===== config.mk =====
export PLATFORM = sky130hd
export DESIGN_NAME = rr_arb_tmr
export DESIGN_NICKNAME = d
export VERILOG_FILES = /design/src/rr_arb_pkg.sv /design/src/rr_arb_tmr.sv /design/src/arb_data_tree.sv /design/src/arb_lane_vote.sv /design/src/arb_lane.sv /design/src/arb_next_prio.sv
export SDC_FILE = /design/constraint.sdc
export NUM_CORES = 1
export LEC_CHECK = 0
export ABC_AREA = 1
export BUFFER_PORTS_ARGS = -buffer_cell sky130_fd_sc_hd__buf_4
export CAP_MARGIN = 40
export CORE_MARGIN = 3
export CORE_UTILIZATION = 45
export DETAILED_ROUTE_END_ITERATION = 7
export PLACE_DENSITY = 0.82
export SLEW_MARGIN = 30
export SYNTH_ARGS = -nofsm -noshare
export SYNTH_HDL_FRONTEND = slang
export SYNTH_HIERARCHICAL = 1
export SYNTH_SLANG_ARGS = --single-unit

===== constraint.sdc =====
create_clock -name clk_i -period 7.3 [get_ports clk_i]
set_input_delay 1.825 -clock clk_i [delete_from_list [all_inputs] [get_ports clk_i]]
set_output_delay 1.825 -clock clk_i [all_outputs]
set_load 0.005 [all_outputs]

===== src/rr_arb_pkg.sv =====
// shared sizes, lane state and result types, and the majority vote used by the arbitration tree
package rr_arb_pkg;

  ////////////////////
  // sizes
  ////////////////////

  // default number of requesters and payload width of the tree
  localparam int unsigned NumInDefault     = 8;
  localparam int unsigned DataWidthDefault = 16;

  // the majority vote only works for three copies
  localparam int unsigned NumLanes = 3;

  // width of a requester index and number of tree nodes above the leaves
  localparam int unsigned IdxWidth = $clog2(NumInDefault);
  localparam int unsigned NumSel   = 2 ** IdxWidth - 1;

  typedef logic [IdxWidth-1:0] idx_t;

  ////////////////////
  // lane types
  ////////////////////

  // registered state of one lane, which the peers read back for voting
  typedef struct packed {
    logic                    lock;
    logic [NumInDefault-1:0] req_held;
    idx_t                    rr;
  } arb_state_t;

  // combinational decision of one lane before the output vote
  typedef struct packed {
    logic                    req;
    logic [NumInDefault-1:0] gnt;
    idx_t                    idx;
    logic [NumSel-1:0]       sel;
  } lane_out_t;

  // the vote runs on the widest voted value and narrower values are zero extended
  localparam int unsigned VoteWidth = $bits(lane_out_t);

  typedef logic [VoteWidth-1:0] vote_t;

  // each result bit follows at least two of the three inputs
  function automatic vote_t maj3(input vote_t a, input vote_t b, input vote_t c);
    return (a & b) | (a & c) | (b & c);
  endfunction

endpackage

===== src/rr_arb_tmr.sv =====
// top level of the triple redundant round-robin arbiter, instantiate it between requesters and sink
module rr_arb_tmr #(
  parameter int unsigned NumIn     = rr_arb_pkg::NumInDefault,
  parameter int unsigned DataWidth = rr_arb_pkg::DataWidthDefault
) (
  input  logic                          clk_i,
  input  logic                          rst_ni,
  input  logic                          flush_i,
  input  logic [NumIn-1:0]              req_i,
  input  logic [NumIn-1:0][DataWidth-1:0] data_i,
  output logic [NumIn-1:0]              gnt_o,
  output logic                          req_o,
  input  logic                          gnt_i,
  output logic [DataWidth-1:0]          data_o,
  output rr_arb_pkg::idx_t              idx_o,
  output logic                          fault_o
);

  import rr_arb_pkg::*;

  localparam int unsigned NumSel = 2 ** $clog2(NumIn) - 1;

  // per lane state and decision, plus the two peer copies each lane votes against
  arb_state_t [NumLanes-1:0]      lane_state;
  arb_state_t [NumLanes-1:0][1:0] peer_state;
  lane_out_t  [NumLanes-1:0]      lane_out;
  logic       [NumSel-1:0]        sel_voted;

  ////////////////////
  // lanes
  ////////////////////

  for (genvar i = 0; i < NumLanes; i++) begin : gen_lanes
    // lane i sees lanes i+1 and i+2 in rotated order
    for (genvar j = 0; j < 2; j++) begin : gen_peers
      assign peer_state[i][j] = lane_state[(i+j+1)%NumLanes];
    end

    // every lane reads the top level handshake directly
    arb_lane #(
      .NumIn ( NumIn )
    ) i_lane (
      .clk_i        ( clk_i         ),
      .rst_ni       ( rst_ni        ),
      .flush_i      ( flush_i       ),
      .req_i        ( req_i         ),
      .gnt_i        ( gnt_i         ),
      .peer_state_i ( peer_state[i] ),
      .state_o      ( lane_state[i] ),
      .lane_o       ( lane_out[i]   )
    );
  end

  ////////////////////
  // vote and data path
  ////////////////////

  arb_lane_vote #(
    .NumIn ( NumIn )
  ) i_vote (
    .lanes_i ( lane_out  ),
    .gnt_o   ( gnt_o     ),
    .req_o   ( req_o     ),
    .idx_o   ( idx_o     ),
    .sel_o   ( sel_voted ),
    .fault_o ( fault_o   )
  );

  // only the selects are triplicated, the wide payload goes through a single mux tree
  arb_data_tree #(
    .NumIn     ( NumIn     ),
    .DataWidth ( DataWidth )
  ) i_data_tree (
    .sel_i  ( sel_voted ),
    .data_i ( data_i    ),
    .data_o ( data_o    )
  );

  // the lane structs are sized for the default requester count
  initial begin : p_param_check
    assert (NumIn == NumInDefault)
      else $fatal(1, "NumIn must match the package requester count");
  end

  // with requests held until granted the output request mirrors the input requests
  a_req_follows : assert property (
    @(posedge clk_i) disable iff (!rst_ni || flush_i) req_o == (|req_i))
    else $error("req_o does not follow req_i");

endmodule


===== src/arb_data_tree.sv =====
// payload multiplexer tree that follows the voted node selects from the leaves to the root
module arb_data_tree #(
  parameter int unsigned NumIn     = rr_arb_pkg::NumInDefault,
  parameter int unsigned DataWidth = rr_arb_pkg::DataWidthDefault,
  localparam int unsigned NumSel   = 2 ** $clog2(NumIn) - 1
) (
  input  logic [NumSel-1:0]               sel_i,
  input  logic [NumIn-1:0][DataWidth-1:0] data_i,
  output logic [DataWidth-1:0]            data_o
);

  localparam int unsigned NumLevels = $clog2(NumIn);
  localparam int unsigned NumLeaves = 2 ** NumLevels;

  // payloads padded to a full tree and the value carried by each node
  logic [NumLeaves-1:0][DataWidth-1:0] data_pad;
  logic [NumSel-1:0][DataWidth-1:0]    data_nodes;

  // leaves beyond the last requester carry zero
  for (genvar i = 0; i < NumLeaves; i++) begin : gen_pad
    if (i < NumIn) begin : gen_in_range
      assign data_pad[i] = data_i[i];
    end else begin : gen_out_of_range
      assign data_pad[i] = '0;
    end
  end

  ////////////////////
  // mux levels
  ////////////////////

  // same node numbering as the lanes so each select lands on its own mux
  for (genvar level = 0; level < NumLevels; level++) begin : gen_levels
    for (genvar l = 0; l < 2 ** level; l++) begin : gen_nodes
      localparam int unsigned Idx0 = 2 ** level - 1 + l;
      localparam int unsigned Idx1 = 2 ** (level + 1) - 1 + l * 2;

      if (level == NumLevels - 1) begin : gen_leaf
        // bottom level picks between two neighbouring payloads
        assign data_nodes[Idx0] = sel_i[Idx0] ? data_pad[l*2+1] : data_pad[l*2];
      end else begin : gen_inner
        // upper levels pick between the two child muxes
        assign data_nodes[Idx0] = sel_i[Idx0] ? data_nodes[Idx1+1] : data_nodes[Idx1];
      end
    end
  end

  // the root holds the payload of the granted requester
  assign data_o = data_nodes[0];

endmodule


===== src/arb_lane_vote.sv =====
// majority vote over the three lane decisions with a flag for any lane disagreement
module arb_lane_vote #(
  parameter int unsigned NumIn  = rr_arb_pkg::NumInDefault,
  localparam int unsigned NumSel = 2 ** $clog2(NumIn) - 1
) (
  input  rr_arb_pkg::lane_out_t [2:0] lanes_i,
  output logic [NumIn-1:0]            gnt_o,
  output logic                        req_o,
  output rr_arb_pkg::idx_t            idx_o,
  output logic [NumSel-1:0]           sel_o,
  output logic                        fault_o
);

  import rr_arb_pkg::*;

  lane_out_t  voted;
  logic [3:0] field_diff;

  // the struct is voted as one vector so every field gets the same bitwise majority
  assign voted = maj3(lanes_i[0], lanes_i[1], lanes_i[2]);

  assign req_o = voted.req;
  assign gnt_o = voted.gnt;
  assign idx_o = voted.idx;
  assign sel_o = voted.sel;

  ////////////////////
  // fault detection
  ////////////////////

  // one bit per field so a waveform shows where the lanes split
  always_comb begin : p_field_diff
    field_diff[0] = (lanes_i[0].req != lanes_i[1].req) ||
                    (lanes_i[1].req != lanes_i[2].req);
    field_diff[1] = (lanes_i[0].gnt != lanes_i[1].gnt) ||
                    (lanes_i[1].gnt != lanes_i[2].gnt);
    field_diff[2] = (lanes_i[0].idx != lanes_i[1].idx) ||
                    (lanes_i[1].idx != lanes_i[2].idx);
    field_diff[3] = (lanes_i[0].sel != lanes_i[1].sel) ||
                    (lanes_i[1].sel != lanes_i[2].sel);
  end

  // any single mismatch is worth reporting even though the vote masks it
  assign fault_o = |field_diff;

  // voted grant and voted index must still point at the same requester
  always_comb begin : p_gnt_idx_check
    a_gnt_idx : assert final (!(req_o && (|gnt_o)) || (gnt_o[idx_o] && $onehot(gnt_o)))
      else $error("voted grant does not match voted index");
  end

endmodule


===== src/arb_lane.sv =====
// one redundant arbitration lane with peer voted state registers and the request/grant tree
module arb_lane #(
  parameter int unsigned NumIn = rr_arb_pkg::NumInDefault
) (
  input  logic                         clk_i,
  input  logic                         rst_ni,
  input  logic                         flush_i,
  input  logic [NumIn-1:0]             req_i,
  input  logic                         gnt_i,
  input  rr_arb_pkg::arb_state_t [1:0] peer_state_i,
  output rr_arb_pkg::arb_state_t       state_o,
  output rr_arb_pkg::lane_out_t        lane_o
);

  import rr_arb_pkg::*;

  // tree geometry, padded up to a full binary tree
  localparam int unsigned NumLevels = $clog2(NumIn);
  localparam int unsigned NumLeaves = 2 ** NumLevels;
  localparam int unsigned NumNodes  = NumLeaves - 1;

  // zero bits that widen the state to the vote width
  localparam int unsigned StateBits = $bits(arb_state_t);
  localparam int unsigned PadBits   = VoteWidth - StateBits;

  arb_state_t state_q;
  arb_state_t state_d;
  arb_state_t state_v;
  vote_t      state_vote;

  logic [NumIn-1:0]     req_eff;
  logic [NumLeaves-1:0] req_pad;
  logic [NumLeaves-1:0] gnt_pad;
  logic [NumNodes-1:0]  req_nodes;
  logic [NumNodes-1:0]  sel_nodes;
  logic [NumNodes-1:0]  gnt_nodes;
  idx_t                 idx_path;
  idx_t                 rr_next;

  ////////////////////
  // state and voting
  ////////////////////

  // this lane's own copy of the state, shared with both peers
  always_ff @(posedge clk_i or negedge rst_ni) begin : p_state_reg
    if (!rst_ni) begin
      state_q <= '0;
    end else if (flush_i) begin
      state_q <= '0;
    end else begin
      state_q <= state_d;
    end
  end

  assign state_o = state_q;

  // a single upset register is outvoted by the two peer copies
  assign state_vote = maj3({{PadBits{1'b0}}, state_q},
                           {{PadBits{1'b0}}, peer_state_i[0]},
                           {{PadBits{1'b0}}, peer_state_i[1]});
  assign state_v    = state_vote[StateBits-1:0];

  // while locked the tree keeps seeing the request set it decided on
  assign req_eff = state_v.lock ? state_v.req_held : req_i;

  arb_next_prio #(
    .NumIn ( NumIn )
  ) i_next_prio (
    .req_i  ( req_eff    ),
    .rr_i   ( state_v.rr ),
    .next_o ( rr_next    )
  );

  always_comb begin : p_state_next
    // lock stays set as long as the output request waits for its grant
    state_d.lock     = lane_o.req & ~gnt_i;
    state_d.req_held = req_eff;
    // priority only moves on a completed transfer
    state_d.rr       = (lane_o.req && gnt_i) ? rr_next : state_v.rr;
  end

  ////////////////////
  // request/grant tree
  ////////////////////

  // leaves past the last requester never request
  assign req_pad      = NumLeaves'(req_eff);
  assign gnt_nodes[0] = gnt_i;

  for (genvar level = 0; level < NumLevels; level++) begin : gen_levels
    for (genvar l = 0; l < 2 ** level; l++) begin : gen_nodes
      // node index and index of its left child in the flat node vector
      localparam int unsigned Idx0 = 2 ** level - 1 + l;
      localparam int unsigned Idx1 = 2 ** (level + 1) - 1 + l * 2;

      logic left_req;
      logic right_req;

      if (level == NumLevels - 1) begin : gen_leaf
        assign left_req  = req_pad[l*2];
        assign right_req = req_pad[l*2+1];
        // a left grant already implies a left request because the select was low
        assign gnt_pad[l*2]   = gnt_nodes[Idx0] & ~sel_nodes[Idx0];
        assign gnt_pad[l*2+1] = gnt_nodes[Idx0] & sel_nodes[Idx0] & right_req;
      end else begin : gen_inner
        assign left_req  = req_nodes[Idx1];
        assign right_req = req_nodes[Idx1+1];
        assign gnt_nodes[Idx1]   = gnt_nodes[Idx0] & ~sel_nodes[Idx0];
        assign gnt_nodes[Idx1+1] = gnt_nodes[Idx0] & sel_nodes[Idx0];
      end

      assign req_nodes[Idx0] = left_req | right_req;
      // go right when left is idle or when both request and this level's rr bit is set
      // the root looks at the top bit of rr and the leaves at the bottom bit
      assign sel_nodes[Idx0] = ~left_req | (right_req & state_v.rr[NumLevels-1-level]);
    end
  end

  // the winning index is the chain of selects from the root down
  always_comb begin : p_idx_path
    int unsigned node;
    node     = 0;
    idx_path = '0;
    for (int unsigned level = 0; level < NumLevels; level++) begin
      idx_path[NumLevels-1-level] = sel_nodes[node];
      node = 2 * node + 1 + int'(sel_nodes[node]);
    end
  end

  assign lane_o.req = req_nodes[0];
  assign lane_o.gnt = gnt_pad[NumIn-1:0];
  assign lane_o.idx = idx_path;
  assign lane_o.sel = sel_nodes;

  ////////////////////
  // checks
  ////////////////////

  // the tree hands out at most one grant per cycle
  a_gnt_onehot : assert property (
    @(posedge clk_i) disable iff (!rst_ni || flush_i) $onehot0(lane_o.gnt))
    else $error("lane grant is not one-hot or zero");

  // a request left waiting keeps its winner on the next cycle
  a_lock_idx : assert property (
    @(posedge clk_i) disable iff (!rst_ni || flush_i)
    (lane_o.req && !gnt_i) |=> (lane_o.idx == $past(lane_o.idx)))
    else $error("lane index changed while locked");

endmodule


===== src/arb_next_prio.sv =====
// fair next priority for one lane, the lowest request above rr or else the wrapped lowest request
module arb_next_prio #(
  parameter int unsigned NumIn = rr_arb_pkg::NumInDefault
) (
  input  logic [NumIn-1:0]  req_i,
  input  rr_arb_pkg::idx_t  rr_i,
  output rr_arb_pkg::idx_t  next_o
);

  import rr_arb_pkg::*;

  // requests split into those served after rr in this round and those that wrap around
  logic [NumIn-1:0] upper_mask;
  logic [NumIn-1:0] lower_mask;
  idx_t             upper_idx;
  idx_t             lower_idx;

  // trailing zero search over one mask
  // an empty mask gives index zero, the caller checks for emptiness itself
  function automatic idx_t lowest_set(input logic [NumIn-1:0] vec);
    idx_t pos;
    pos = '0;
    // walk from the top so the lowest set bit is written last
    for (int i = NumIn - 1; i >= 0; i--) begin
      if (vec[i]) begin
        pos = idx_t'(i);
      end
    end
    return pos;
  endfunction

  always_comb begin : p_mask
    for (int unsigned i = 0; i < NumIn; i++) begin
      // indices strictly above rr get the next turn
      upper_mask[i] = (i > rr_i) ? req_i[i] : 1'b0;
      // rr itself and everything below only win after the wrap
      lower_mask[i] = (i <= rr_i) ? req_i[i] : 1'b0;
    end
  end

  assign upper_idx = lowest_set(upper_mask);
  assign lower_idx = lowest_set(lower_mask);

  // the upper group always wins when it holds a request
  assign next_o = (|upper_mask) ? upper_idx : lower_idx;

endmodule


After elaboration in Yosys (flattened, before gate mapping)
Index checks and enable logic that the tools add are counted.

$add $sub $neg: 9. $lt $le $gt $ge: 48. Eq/ne operators: 8. Multiplexer cells: 118. Bitwise operators: 177. Reductions and logical operators: 11.

Operators by type and width (number): 32-bit by 4-bit < comparator with 1-bit output, second input constant (6); 3-bit two-way mux (51); 16-bit two-way mux (7); 32-bit by 1-bit adder with 32-bit output (3); 32-bit by 1-bit adder with 32-bit output, second input constant (3); 1-bit AND (78); 12-bit bitwise OR (6); 19-bit AND (3); 1-bit two-way mux (48); 1-bit NOT (43); 1-bit bitwise OR (42); 19-bit bitwise OR (2); 12-bit AND (3); 3-bit greater-than comparator, first input constant (12); 3-bit less-or-equal comparator, first input constant (12); 12-bit two-way mux (3); 8-bit two-way mux (3); 7-bit OR reduction (3); 1-bit binary-select mux with 3-bit select (6); 2-bit by 3-bit greater-than comparator with 1-bit output, first input constant (6); 2-bit by 3-bit less-or-equal comparator with 1-bit output, first input constant (6); 8-bit != test (2); 7-bit != test (2); 1-bit by 3-bit greater-than comparator with 1-bit output, first input constant (3); 7 further kinds (18).

Register bits after elaboration: 36. Bits of input ports: 140. Output and inout bits: 29. Word-level logic and storage cells: 380.

Logic depth before layout (Yosys ltp)
Gate-level depths: netlist of the first run.

Depth in word-level cells: 20. Mapped depth: 23.

By module
The synthesis of the first run kept the hierarchy.

By module, submodules not included: arb_lane at gen_lanes[1].i_lane ... (times used 2, cells an instance 173, area an instance 1116.1 µm², seq. area each 300.3 µm²); arb_data_tree (times used 1, cells an instance 348, area an instance 1531.5 µm², seq. area each 0.0 µm²); arb_lane at gen_lanes[0].i_lane (times used 1, cells an instance 179, area an instance 1103.6 µm², seq. area each 300.3 µm²); arb_next_prio (times used 3, cells an instance 61, area an instance 289.0 µm², seq. area each 0.0 µm²); arb_lane_vote (times used 1, cells an instance 89, area an instance 773.2 µm², seq. area each 0.0 µm²).

Least setup slack after synthesis of the first run
Ideal clock, no wire load.

Path type: input to output. Start point: in req_i[7]. End point: out data_o[10]. Arrival: 3.392 ns. Setup slack: 2.083 ns. Cell stages on the path: 13. Buffers on the path: 2. Path through: nand2_1 nand2_2 nor2_2 nand2_4 nand2_4 nand2_2 ha_1 a211o_1 buf_2 inv_1 buf_4 nand2_1 nand2_1.

RTL lines: from (decl) (RTL line rr_arb_tmr.sv:9) `input logic [NumIn-1:0] req_i,`; to (decl) (RTL line rr_arb_tmr.sv:14) `output logic [DataWidth-1:0] data_o,`.

==> results of run 1 <==
## stage by stage
step	std cells	util, %	setup WS, ns	instance area (µm²)
6_report	1476	56.7	1.01	7930
5_1_grt	1476	56.7	0.895	7930
4_1_cts	1475	56.6	1.06	7920
3_5_place_dp	1467	55.6	1.07	7780
3_3_place_gp	1467	55.6	1.05	7780
2_1_floorplan	1145	-	2.08	6510
## power groups by stage
stage	clock, mW	combinational, mW	sequential, mW
after global routing	0.218	0.736	0.237
after detailed placement	0	0.648	0.237
after CTS	0.210	0.652	0.234
after floorplan	0	0.444	0.233
final	0.207	0.658	0.234
after global placement	0	0.639	0.236
## synth_stat cells, types with 3 or more instances
| master | instances | area share, % |
|---|---|---|
| sky130_fd_sc_hd__o21ai_2 | 10 | 1.3 |
| sky130_fd_sc_hd__ha_1 | 38 | 7.3 |
| sky130_fd_sc_hd__nand4_1 | 7 | 0.67 |
| sky130_fd_sc_hd__nor2_2 | 13 | 1.2 |
| sky130_fd_sc_hd__nand2_1 | 413 | 24 |
| sky130_fd_sc_hd__nand2_2 | 52 | 5.0 |
| sky130_fd_sc_hd__a211o_1 | 19 | 2.6 |
| sky130_fd_sc_hd__dfrtp_1 | 36 | 14 |
| sky130_fd_sc_hd__buf_2 | 4 | 0.31 |
| sky130_fd_sc_hd__maj3_1 | 6 | 0.92 |
| sky130_fd_sc_hd__nand2_4 | 21 | 3.6 |
| sky130_fd_sc_hd__o21ai_0 | 18 | 1.4 |
| sky130_fd_sc_hd__a21boi_1 | 3 | 0.35 |
| sky130_fd_sc_hd__buf_6 | 11 | 1.9 |
| sky130_fd_sc_hd__inv_4 | 5 | 0.48 |
| sky130_fd_sc_hd__o2111ai_1 | 3 | 0.40 |
| sky130_fd_sc_hd__or2_2 | 3 | 0.29 |
| sky130_fd_sc_hd__a21oi_1 | 20 | 1.5 |
| sky130_fd_sc_hd__buf_4 | 11 | 1.3 |
| sky130_fd_sc_hd__nor2_4 | 11 | 1.9 |
| sky130_fd_sc_hd__nor2_1 | 104 | 6.0 |
| sky130_fd_sc_hd__nor3_1 | 3 | 0.23 |
| sky130_fd_sc_hd__inv_2 | 21 | 1.2 |
| sky130_fd_sc_hd__o21ai_1 | 14 | 1.1 |
| sky130_fd_sc_hd__nand3_1 | 142 | 11 |
| sky130_fd_sc_hd__nand3_2 | 6 | 0.92 |
| sky130_fd_sc_hd__inv_1 | 141 | 8.1 |
## final timing paths
path	end	slack, ns	depth (start not counted)
max	data_o[3]	1.01	14
max in group asynchronous	gen_lanes[1].i_lane/state_o[7]$_DFF_PN0_	5.46	1
max reg2reg	gen_lanes[2].i_lane/state_o[1]$_DFF_PN0_	4.98	13
min	gen_lanes[1].i_lane/state_o[7]$_DFF_PN0_	0.76	4
min reg2reg	gen_lanes[1].i_lane/state_o[7]$_DFF_PN0_	0.76	4
min in group asynchronous	gen_lanes[1].i_lane/state_o[3]$_DFF_PN0_	1.51	1
## metal layers
layer / GRT usage (%) / wire length, µm
met5: 0 / 0
met4: 8.71 / 727
met3: 3.27 / 1840
met2: 47.2 / 10700
met1: 34.1 / 8880
## cells by family (layout without fill, tap and decap cells)
family | Yosys count | count (layout) | share of synthesized area [%]
AOI/OAI and AO/OA | 92 | 92 | 9.61
adders and majority gates | 44 | 44 | 8.23
buffers and inverters | 196 | 347 | 13.5
DFF | 36 | 36 | 13.8
and+or+nand+nor | 777 | 777 | 54.8
## worst register-to-register path: stages, from the launching register on
cell and delay (ns):
sky130_fd_sc_hd__dfrtp_1 0.52, sky130_fd_sc_hd__nand2_2 0.12, sky130_fd_sc_hd__nand2_2 0.08, sky130_fd_sc_hd__nand2_2 0.23
sky130_fd_sc_hd__nand2_1 0.19, sky130_fd_sc_hd__nand2_1 0.19, sky130_fd_sc_hd__nor2_1 0.21, sky130_fd_sc_hd__nand2_2 0.09
sky130_fd_sc_hd__nor2_2 0.20, sky130_fd_sc_hd__inv_2 0.09, sky130_fd_sc_hd__nand2_4 0.10, sky130_fd_sc_hd__inv_2 0.04
sky130_fd_sc_hd__nor2_1 0.08, sky130_fd_sc_hd__nor2_1 0.07
## area by class of cell
class                      instances  area share (%)
clock buffer                       5            1.58
timing repair buffer             172            16.3
tap                              180            2.84
inverter                         167            8.07
sequential                        36            11.4
multi-input combinational        913            59.7
clock inverter                     3           0.237
==> results.md, run 1 <==
Run status:
- The run finished with clean final reports.

Timing:
- For the finished layout, the period the worst path requires is 6.29 ns.
- For this run, the top clock speed supported by timing is 0.159 GHz.
- The clock arrives with 0.00735 ns of skew.
- The number of pins exceeding their max-slew limit in the final report is 0.
- Setup violations remaining at the end of the flow were counted as 0.
- The normalized max-slew margin is 45.6%.
- After layout, the worst path uses 86.2% of the clock period.
- On the final layout, the worst hold slack is 0.757 ns.
- For the pin with the worst max-slew slack, the measured transition is 0.807 ns.
- Setup repair after global routing left no endpoint under its margin.
- The final number of hold-violating endpoints was 0.
- The setup total negative slack is 0 ns.

CTS:
- After clock tree synthesis, the repair step resized 0 gates.
- The clock slew seen by the registers of the worst setup and hold paths is 0.05 ns.
- The total CTS buffers is 5.
- The H-tree depth reported by CTS is 2.
- Post-CTS timing repair inserted 0 buffers for setup.
- The maximum count of clock buffers along a single path is 2.
- TritonCTS built the clock tree.
- The master cell of the clock root buffer is sky130_fd_sc_hd__clkbuf_16.
- The CTS sink count is 36.
- The later pin in the worst-skew pair is clocked with a latency of 0.28 ns.
- The hold buffer count at cts is 0.

Synthesis:
- The synthesized netlist occupies a cell area of 6510 µm².
- The most common flop cell mapped by yosys is sky130_fd_sc_hd__dfrtp_1.
- For this run, asynchronously set or reset flops after synthesis account for 100%.
- In this run, synthesis inferred 0 flip-flops with an integrated enable.
- After synthesis, flip-flops and latches occupy 13.8% of the total area.
- A synthesized cell averages 5.68 µm².
- The number of library cell types mapped by synthesis is 33.
- During synthesis, Yosys emitted a total of 6 warnings.
- The total nets after synthesis is 1,323.
- The number of standard cells after synthesis is 1,145.
- The number of synthesized register bits is 36.

Final layout:
- The count of filler cells inserted in the layout is 1,405.
- The area taken by flip-flops and latches is 901 µm².
- In the layout the commonest cells are sky130_fd_sc_hd__nand2_1 (413), sky130_fd_sc_hd__buf_4 (171), sky130_fd_sc_hd__nand3_1 (142).
- The area growth from synthesis to layout is 21.8%.
- The number of nets in the layout is 1,473.
- The multi-input gate area in the final layout is 4730 µm².
- The ratio of cells with drive above 1 in the final layout is 25.2%.
- The register with the most flip-flops in the layout has 36 of them.
- The most common library cell in the layout ignoring fill and taps is sky130_fd_sc_hd__nand2_1.
- The number of antenna diodes in the final layout is 0.

Placement:
- The half-perimeter wire length after detailed placement is 17.8 mm.
- At the end of routability-driven placement, the weighted congestion stood at 1.01.
- Port buffering added 168 buffers.

Global routing:
- The first global-routing pass estimated 35.4 mm of wire.
- The overall overflow remaining after global route is 0.
- The via count of the first global-routing pass is 7,156.
- The aggregate global-route resource usage is 26.8%.
- Entering global routing, the biggest net connects 37 pins.
- The initial antenna violation count is 0.

Hold path:
- In this run the most critical hold path is launched from gen_lanes[1].i_lane/state_o[7]$_DFF_PN0_.
- The worst hold path belongs to the class reg2reg.

Routing:
- In the routed layout, each cell is associated on average with a via count of 5.29.
- The final layout contains routed wiring with a total length of 22.1 mm.
- For this block, the via count after detailed routing is 7,806.
- The first-iteration detailed-routing DRC count is 772.
- The detailed-routing iteration count for the pre-antenna-repair pass is 6.
- The detail route stage leaves a number of antenna-violating nets equal to 0.
- The routed length per instance is 15.0 µm.
- For this run, design rule violations remaining after detail routing come to 0.

Worst setup path:
- The buffer and inverter count on the worst path is 4.
- The worst endpoint required time is 5.48 ns.
- The timing startpoint of the critical path is req_i[1].
- The worst setup path is captured at an output port.
- The critical path goes through buf_4 -> nand2_1 -> nand2_2 -> inv_2 -> o21ai_0 -> ha_1 -> a211o_1 -> inv_4 -> nand2_1 -> nand3_1 -> nand2_1 -> nand2_1 -> nand2_1 -> buf_4.
- The library cell appearing most often on the critical path is sky130_fd_sc_hd__nand2_1.
- The highest cell delay on the worst timing path is 0.60 ns.
- The startpoint of the lowest-slack register-to-register path is gen_lanes[2].i_lane/state_o[11]$_DFF_PN0_.
- In this design, the largest share of critical-path delay is due to compound AO/OA/AOI/OAI gates.
- The critical path in this run is classified as in2out.
- The largest individual stage delay along the critical path comes from the cell sky130_fd_sc_hd__a211o_1.
- The worst setup path is launched from a primary input.
- The arrival time of the worst setup path is 4.47 ns.
- Along the worst path, the maximum fanout reaches 17.

Power:
- The net load switching power is 505 µW.
- The maximum vdd ir drop is 0.0959 mV.
- Of the total power, the share spent switching nets is 45.9%.
- Cell internal power was estimated by the tool at 595 µW.
- For this design the ratio of total power to cell area is 139 nW/µm².
- Sequential cells account for 21.3% of the total power.
- The total chip power is 1.10 mW.
- Combinational logic is responsible for 59.8% of the overall power.
- The leakage power total is 4.72 nW.
- The clock group share of total power is 18.8%.

Floorplanning:
- The I/O pin total is 169.
- The total area inside the core boundary comes to 14,000 µm².
- The die is 126 µm wide.
- The initial utilization of the core area, before any placement, comes to 46.5%.
- The initialized floorplan defines 43 standard-cell rows.
- The y dimension of the die is 126 µm.
- The die covers 15,900 µm².

Flow run:
- The tool flagged a number of max-cap violations equal to 0.
No activity file was read; power rests on OpenSTA's default activity.
==> run 2, diff against run 1 <==
- CORE_ASPECT_RATIO: not set -> 0.5
- SKIP_CTS_REPAIR_TIMING: not set -> 1
- TNS_END_PERCENT: not set -> 1
==> results.md, run 2 (synthesized netlist as in run 1, its figures left out) <==
CTS:
- The maximum count of clock buffers along a single path is 2 (unchanged).
- TritonCTS built the clock tree.
- The clock latency at the later pin of the worst-skew pair is 0.28 ns (about the same).
- The clock slew seen by the registers of the worst setup and hold paths was 0.06 ns (about the same).
- The CTS sink count is 36 (unchanged).
- The H-tree depth reported by CTS is 2 (unchanged).
- The total CTS buffers came to 5 (unchanged).
- The root buffer cell chosen for the clock tree is sky130_fd_sc_hd__clkbuf_16.

Routing:
- The first-iteration detailed-routing DRC count came to 661 (-14%).
- The remaining antenna violation count after routing was 0 (unchanged).
- The post-detailed-route DRC marker count is 0 (unchanged).
- The overall via count from detail_route is 7,815 (+0.12%).
- The routed length per instance is 14.8 µm (-1.3%).
- The detailed-routing iteration count for the pre-antenna-repair pass is 5 (-1).
- The per-cell via count in the routed design is 5.25 (-0.69%).
- The total wirelength of the detailed-routed design was 22.0 mm (-0.54%).

Global routing:
- The largest net degree at the start of global routing is 37 (unchanged).
- The aggregate global-route resource usage is 26.4% (-0.40 points).
- The initial antenna violation count is 0 (unchanged).
- The via count of the first global-routing pass is 7,226 (+0.98%).
- The overall overflow remaining after global route came to 0 (unchanged).
- The global-route wire length before repair was 34.9 mm (-1.4%).

Worst setup path:
- The worst setup path is captured at an output port.
- STA classifies the critical path startpoint as a primary input.
- The arrival time of the worst setup path is 4.31 ns (-0.16 ns).
- The setup path with the least slack is of type in2out.
- The number of cells traversed by the worst register-to-register path came to 13 (unchanged).
- The worst endpoint required time is 5.48 ns (about the same).
- The maximum net fanout on the critical path came to 17 (unchanged).

Placement:
- The setup slack after placement is 1.25 ns (+0.177 ns).
- The half-perimeter wire length after detailed placement is 18.0 mm (+1.1%).
- The instance count after placement with tap cells included is 1,480 (+0.89%).
- The final weighted congestion in routability-driven placement is 1.05 (+3.2%).
- The count of port buffers added during placement came to 168 (unchanged).

Timing:
- The normalized max-slew margin is 48.6% (+2.9 points).
- The total of endpoints with negative setup slack in the final report was 0 (unchanged).
- The maximum operating frequency was 0.163 GHz (+2.6%).
- The clock skew after layout was 0.00368 ns (-0.00367 ns).
- The minimum clock period came to 6.14 ns (-0.158 ns).
- The number of pins exceeding their max-slew limit in the final report is 0 (unchanged).
- Setup repair after global routing left no endpoint under its margin.
- The slew at the pin closest to its max-slew limit is 0.764 ns (-0.0435 ns).
- The period utilization is 84.1% (-2.2 points).
- The final number of hold-violating endpoints is 0 (unchanged).
- The setup total negative slack is 0 ns (unchanged).
- The post-route worst setup slack is 1.16 ns (+0.158 ns).

Power:
- The power density of the placed cells came to 139 nW/µm² (+0.41%).
- The maximum vdd ir drop is 0.0845 mV (-12%).
- The leakage power total is 4.72 nW (about the same).

Final layout:
- The area taken by flip-flops and latches is 901 µm² (unchanged).
- The library cell used most frequently in the layout, excluding fill and tap cells, is sky130_fd_sc_hd__nand2_1.
- The synthesis-to-layout area growth is 22.1%.
- The share of the core filled with cells in the final layout is 57.3% (+0.67 points).
- The number of nets in the layout is 1,473 (unchanged).
- The count of filler cells inserted in the layout came to 1,365 (-2.8%).
- The count of antenna diodes in the layout is 0 (unchanged).
- The ratio of cells with drive above 1 in the final layout came to 25.1% (-0.15 points).
- The multi-input gate area in the final layout came to 4730 µm² (unchanged).
- The number of standard cells in the final layout excluding fillers is 1,488 (+0.81%).
- The flip-flop count of the largest register, all copies and words added came to 36 (unchanged).
- The top cell types in the final layout, fill and taps aside, are sky130_fd_sc_hd__nand2_1 (413), sky130_fd_sc_hd__buf_4 (172), sky130_fd_sc_hd__nand3_1 (142).

Floorplanning:
- The placeable core region is 13,900 µm² (-0.98%).
- The y dimension of the die is 91.0 µm (-28%).
- The initial core utilization is 47.0% (+0.46 points).
- The die outline area is 16,000 µm² (+0.55%).
- The chip width came to 176 µm (+39%).
- The count of standard-cell rows is 30 (-30%).
- The I/O pin total came to 169 (unchanged).

Run status:
- The flow ran to the end, and the final reports show no timing, DRC or antenna violations.

Hold path:
- The path class of the lowest-slack min-delay path is reg2reg.
- The number of instances on the worst hold path came to 4 (unchanged).

Flow run:
- The total of max-cap violations was 0 (unchanged).
-- run 2: cell types whose count changed in the layout (fill, tap and decap cells not counted), sizes merged --
cell,delta
clkinv,-2
clkbuf,+2
-- run 2: metal layers --
metal,up-vias,share of wire (%),GRT usage [%]
met4,0,2.7,8.23
met3,47,8.5,4.76
met2,345,47,46.0
met1,3523,42,33.2
met5,-,0,0
li1,3900,-,-
-- run 2: worst paths after layout --
path,startpoint,endpoint,slack [ns]
min reg2reg,gen_lanes[0].i_lane/state_o[7]$_DFF_PN0_,gen_lanes[2].i_lane/state_o[7]$_DFF_PN0_,0.75
min,gen_lanes[0].i_lane/state_o[7]$_DFF_PN0_,gen_lanes[2].i_lane/state_o[7]$_DFF_PN0_,0.75
min in group asynchronous,rst_ni,gen_lanes[0].i_lane/state_o[9]$_DFF_PN0_,1.49
max,req_i[5],data_o[6],1.16
max in group asynchronous,rst_ni,gen_lanes[2].i_lane/state_o[5]$_DFF_PN0_,5.47
max reg2reg,gen_lanes[2].i_lane/state_o[11]$_DFF_PN0_,gen_lanes[1].i_lane/state_o[1]$_DFF_PN0_,5.08
-- run 2: power breakdown --
part / internal (mW) / switching [mW] / total, mW / leakage, nW
clock network: 0.127 / 0.0812 / 0.208 / 0.0681
logic: 0.257 / 0.406 / 0.663 / 4.18
registers: 0.214 / 0.0213 / 0.235 / 0.469
total: 0.598 / 0.508 / 1.11 / 4.72
-- run 2: cell type report --
type | count | share of cell area, %
inverters | 167 | 8.05
well taps | 192 | 3.02
clock inverters | 1 | 0.110
flip-flops and latches | 36 | 11.3
clock buffers | 7 | 1.67
multi-input cells | 913 | 59.5
repair buffers | 172 | 16.3
-- run 2: worst max-delay path, stage by stage --
cell                      delay [ns]
sky130_fd_sc_hd__buf_4          0.11
sky130_fd_sc_hd__nand2_1        0.05
sky130_fd_sc_hd__nand2_1        0.18
sky130_fd_sc_hd__inv_1          0.08
sky130_fd_sc_hd__o21ai_0        0.59
sky130_fd_sc_hd__ha_1           0.27
sky130_fd_sc_hd__a211o_1        0.50
sky130_fd_sc_hd__inv_4          0.19
sky130_fd_sc_hd__nand2_1        0.11
sky130_fd_sc_hd__nand3_1        0.09
sky130_fd_sc_hd__nand3_1        0.10
sky130_fd_sc_hd__nand2_1        0.08
sky130_fd_sc_hd__buf_4          0.14
-- run 2: through the flow --
step,hold slack [ns],instance area [µm²],power [mW]
after detailed placement,0.738,7800,0.890
final,0.748,7940,1.11
after floorplan,0.691,6510,0.676
after CTS,0.748,7940,1.10
after global routing,0.810,7940,1.20
after global placement,0.723,7800,0.877
==> run 3, diff against run 2 <==
- ABC_AREA: 1 -> 0
- PLACE_DENSITY: 0.82 -> 0.85
- clock period: 7.3 -> 5.4 ns (I/O delays scaled with it)
==> results.md, run 3 <==
Run status:
- The flow ran to the end, but the final reports show violations.
- The checks that failed: negative setup slack.

Final layout:
- The count of filler cells inserted in the layout was 1,072 (-21%).
- The top cell types in the final layout, fill and taps aside, are sky130_fd_sc_hd__buf_4 (228), sky130_fd_sc_hd__mux2i_1 (83), sky130_fd_sc_hd__nor2_1 (62).
- The number of nets in the layout is 1,094 (-26%).
- The share of the core filled with cells in the final layout is 61.5% (+4.2 points).
- The multi-input gate area in the final layout is 4880 µm² (+3.3%).
- The number of standard cells in the final layout excluding fillers is 1,087 (-27%).
- The area taken by flip-flops and latches is 901 µm² (unchanged).
- The flip-flop count of the largest register, all copies and words added came to 36 (unchanged).
- The most common library cell in the layout ignoring fill and taps is sky130_fd_sc_hd__buf_4.
- The count of antenna diodes in the layout came to 0 (unchanged).
- The ratio of cells with drive above 1 in the final layout came to 37.1% (+12 points).
- The synthesis-to-layout area growth is 30.4%.

Timing:
- The setup total negative slack is -0.0726 ns (-0.0726 ns).
- Setup repair after global routing could not meet its margin everywhere.
- The total of endpoints with negative setup slack in the final report came to 1 (+1).
- The minimum clock period is 5.47 ns.
- The slew at the pin closest to its max-slew limit came to 0.752 ns (-0.0112 ns).
- The normalized max-slew margin was 49.3% (+0.76 points).
- The maximum operating frequency is 0.183 GHz.
- The final number of hold-violating endpoints is 0 (unchanged).
- After layout, the worst path uses 101% of the clock period.
- The number of pins exceeding their max-slew limit in the final report is 0 (unchanged).
- The clock skew after layout is 0.00563 ns (+0.00195 ns).
- The post-route worst setup slack is -0.0726 ns (-1.24 ns).

CTS:
- The total CTS buffers came to 5 (unchanged).
- The CTS sink count is 36 (unchanged).
- The clock latency at the later pin of the worst-skew pair is 0.28 ns (about the same).
- The clock slew seen by the registers of the worst setup and hold paths is 0.06 ns (about the same).
- The CTS tree is built.
- The maximum count of clock buffers along a single path is 2 (unchanged).
- The tree is rooted in a sky130_fd_sc_hd__clkbuf_16.
- The H-tree depth reported by CTS is 2 (unchanged).

Routing:
- The detailed-routing iteration count for the pre-antenna-repair pass is 6 (+1).
- The routed length per instance is 21.0 µm (+42%).
- The post-detailed-route DRC marker count is 0 (unchanged).
- The remaining antenna violation count after routing is 0 (unchanged).
- The overall via count from detail_route is 6,852 (-12%).
- The per-cell via count in the routed design is 6.30 (+20%).
- The first-iteration detailed-routing DRC count is 636 (-3.8%).
- The total wirelength of the detailed-routed design is 22.8 mm (+3.8%).

Synthesis:
- The number of enable-type register cells in the synthesized netlist is 0 (unchanged).
- The commonest cells after synthesis are sky130_fd_sc_hd__mux2i_1 (83), sky130_fd_sc_hd__nor2_1 (65), sky130_fd_sc_hd__nand2_1 (51).
- The async set-reset flop share out of synthesis came to 100% (unchanged).
- The combined area of all synthesized cells came to 6130 µm² (-5.8%).
- The cell type contributing the most total cell area after synthesis is sky130_fd_sc_hd__dfrtp_1.
- The most common flop cell mapped by yosys is sky130_fd_sc_hd__dfrtp_1.
- The mean instance size in the synthesized netlist is 8.57 µm² (+51%).
- The sequential area share after synthesis was 14.7% (+0.85 points).
- The number of standard cells after synthesis came to 715 (-38%).
- The number of library cell types mapped by synthesis is 71 (+120%).
- Sorting the synthesized cells by area gives the leading types as sky130_fd_sc_hd__dfrtp_1 (15%), sky130_fd_sc_hd__mux2i_1 (14%), sky130_fd_sc_hd__ha_1 (7.8%).
- The number of synthesized register bits is 36 (unchanged).
- The most frequently used cell type in the post-synthesis netlist is sky130_fd_sc_hd__mux2i_1.
- The fraction of post-synthesis cell area in the top cell type by area is 14.7% (-9.1 points).
- The total number of yosys warnings came to 6 (unchanged).
- The total nets after synthesis is 893 (-33%).

Floorplanning:
- The die outline area is 15,100 µm² (-5.5%).
- The placeable core region is 13,000 µm² (-6.2%).
- The count of standard-cell rows is 29 (-3.3%).
- The initial core utilization is 47.2% (+0.20 points).
- The I/O pin total came to 169 (unchanged).
- The y dimension of the die was 88.5 µm (-2.8%).
- The chip width is 171 µm (-2.8%).

Global routing:
- The global-route wire length before repair was 34.3 mm (-1.6%).
- The overall overflow remaining after global route came to 0 (unchanged).
- The initial antenna violation count was 0 (unchanged).
- The largest net degree at the start of global routing is 37 (unchanged).
- In this run the most used layer during global routing was met2.
- The global-route track usage on met2 is 49.3% (+3.3 points).
- The global routing met1 resource utilization came to 37.4% (+4.2 points).
- The via count of the first global-routing pass came to 6,540 (-9.5%).
- The aggregate global-route resource usage is 28.8% (+2.4 points).
- The met3 layer usage reported by global route was 5.27% (+0.50 points).

Placement:
- The instance count after placement with tap cells included is 1,078 (-27%).
- The count of port buffers added during placement is 168 (unchanged).
- The final weighted congestion in routability-driven placement is 0.996 (-4.8%).
- The half-perimeter wire length after detailed placement was 18.5 mm (+2.7%).

Worst setup path:
- The kind of critical path is in2out.
- The signal on the critical path passes through buf_4 -> or4_4 -> o21ai_2 -> a31oi_2 -> a211oi_2 -> buf_4 -> nand2_1 -> nor2_4 -> ha_1 -> nor4_2 -> nand4_1 -> or3_4 -> buf_4.
- The maximum net fanout on the critical path is 3 (-14).
- The worst endpoint required time was 4.05 ns (-1.43 ns).
- The arrival time of the worst setup path came to 4.12 ns (-0.19 ns).
- The highest cell delay on the worst timing path is 0.54 ns (-0.05 ns).
- STA classifies the critical path endpoint as an output port.
- Counting stages on the worst path, the most repeated cell is sky130_fd_sc_hd__buf_4.
- The type of origin of the critical path is a primary input.
- The slowest cell on the critical path is sky130_fd_sc_hd__or4_4.

Flow run:
- The total of max-cap violations is 0 (unchanged).

Power:
- The total chip power was 1.54 mW (+40%).
- The leakage power total came to 3.94 nW (-16%).
- The power density of the placed cells is 193 nW/µm² (+39%).
- The maximum vdd ir drop is 0.147 mV (+74%).

Hold path:
- The min-delay analysis places its worst path in the category reg2reg.
-- run 3: cell types whose count changed in the layout (fill, tap and decap cells not counted), moves of 14 or more --
cell                       previous run  this run
sky130_fd_sc_hd__a31oi_1              0        15
sky130_fd_sc_hd__buf_4              172       228
sky130_fd_sc_hd__inv_1              141        25
sky130_fd_sc_hd__inv_2               21         3
sky130_fd_sc_hd__maj3_1               6        21
sky130_fd_sc_hd__mux2i_1              0        83
sky130_fd_sc_hd__nand2_1            413        51
sky130_fd_sc_hd__nand2_2             52         0
sky130_fd_sc_hd__nand2_4             21         0
sky130_fd_sc_hd__nand3_1            142        16
sky130_fd_sc_hd__nor2_1             104        62
sky130_fd_sc_hd__o221ai_1             0        14
sky130_fd_sc_hd__o22a_1               0        16
-- run 3: worst max-delay path, delay by kind of cell --
| kind | cells | cell delay [ns] |
|---|---|---|
| AOI/OAI and AO/OA | 3 | 0.51 |
| adders and majority gates | 1 | 0.25 |
| buffers and inverters | 3 | 0.40 |
| and+or+nand+nor | 6 | 1.60 |
-- run 3: final timing paths --
path / from / to / slack, ns / cells after the start
worst max-delay path: req_i[5] / fault_o / -0.07 / 13
worst min-delay path: gen_lanes[0].i_lane/state_o[3]$_DFF_PN0_ / gen_lanes[1].i_lane/state_o[3]$_DFF_PN0_ / 0.90 / 3
worst max register to register: gen_lanes[0].i_lane/state_o[11]$_DFF_PN0_ / gen_lanes[0].i_lane/state_o[0]$_DFF_PN0_ / 2.09 / 11
worst min register to register: gen_lanes[0].i_lane/state_o[3]$_DFF_PN0_ / gen_lanes[1].i_lane/state_o[3]$_DFF_PN0_ / 0.90 / 3
max in group asynchronous: rst_ni / gen_lanes[0].i_lane/state_o[8]$_DFF_PN0_ / 4.05 / 1
min in group asynchronous: rst_ni / gen_lanes[2].i_lane/state_o[2]$_DFF_PN0_ / 1.02 / 1
-- run 3: where the power goes --
group / switching [mW] / internal (mW) / total (mW)
clock: 0.112 / 0.184 / 0.296
sequential: 0.0238 / 0.289 / 0.313
combinational: 0.485 / 0.450 / 0.935
-- run 3: layout make-up --
class                   count  share of cell area (%)
clock buffers               7                    1.79
clock inverters             1                  0.0940
inverters                  28                    1.32
repair buffers            230                    21.7
flip-flops and latches     36                    11.3
well taps                 170                    2.66
multi-input cells         615                    61.1
-- run 3: cells by family after synthesis --
kind of cell	Yosys count	synth area share [%]
AOI/OAI and AO/OA	224	29.9
muxes	90	14.8
adders and majority gates	72	13.6
DFF	36	14.7
buffers and inverters	64	7.47
and+or+nand+nor	229	19.5
-- run 3: stage by stage --
stage / hold WS (ns) / setup slack, ns / cell area (µm²)
after floorplan: 0.729 / 0.324 / 6130
after global placement: 0.828 / -0.228 / 7720
after detailed placement: 0.868 / -0.259 / 7720
after CTS: 0.881 / -0.267 / 7870
after global routing: 0.936 / -0.231 / 7990
final: 0.900 / -0.0726 / 7990
-- run 3: routing by layer --
metal | share of wire [%] | up-vias
met3 | 8.6 | 63
met5 | 0 | -
met1 | 42 | 3267
met4 | 3.3 | 0
li1 | - | 3172
met2 | 46 | 350
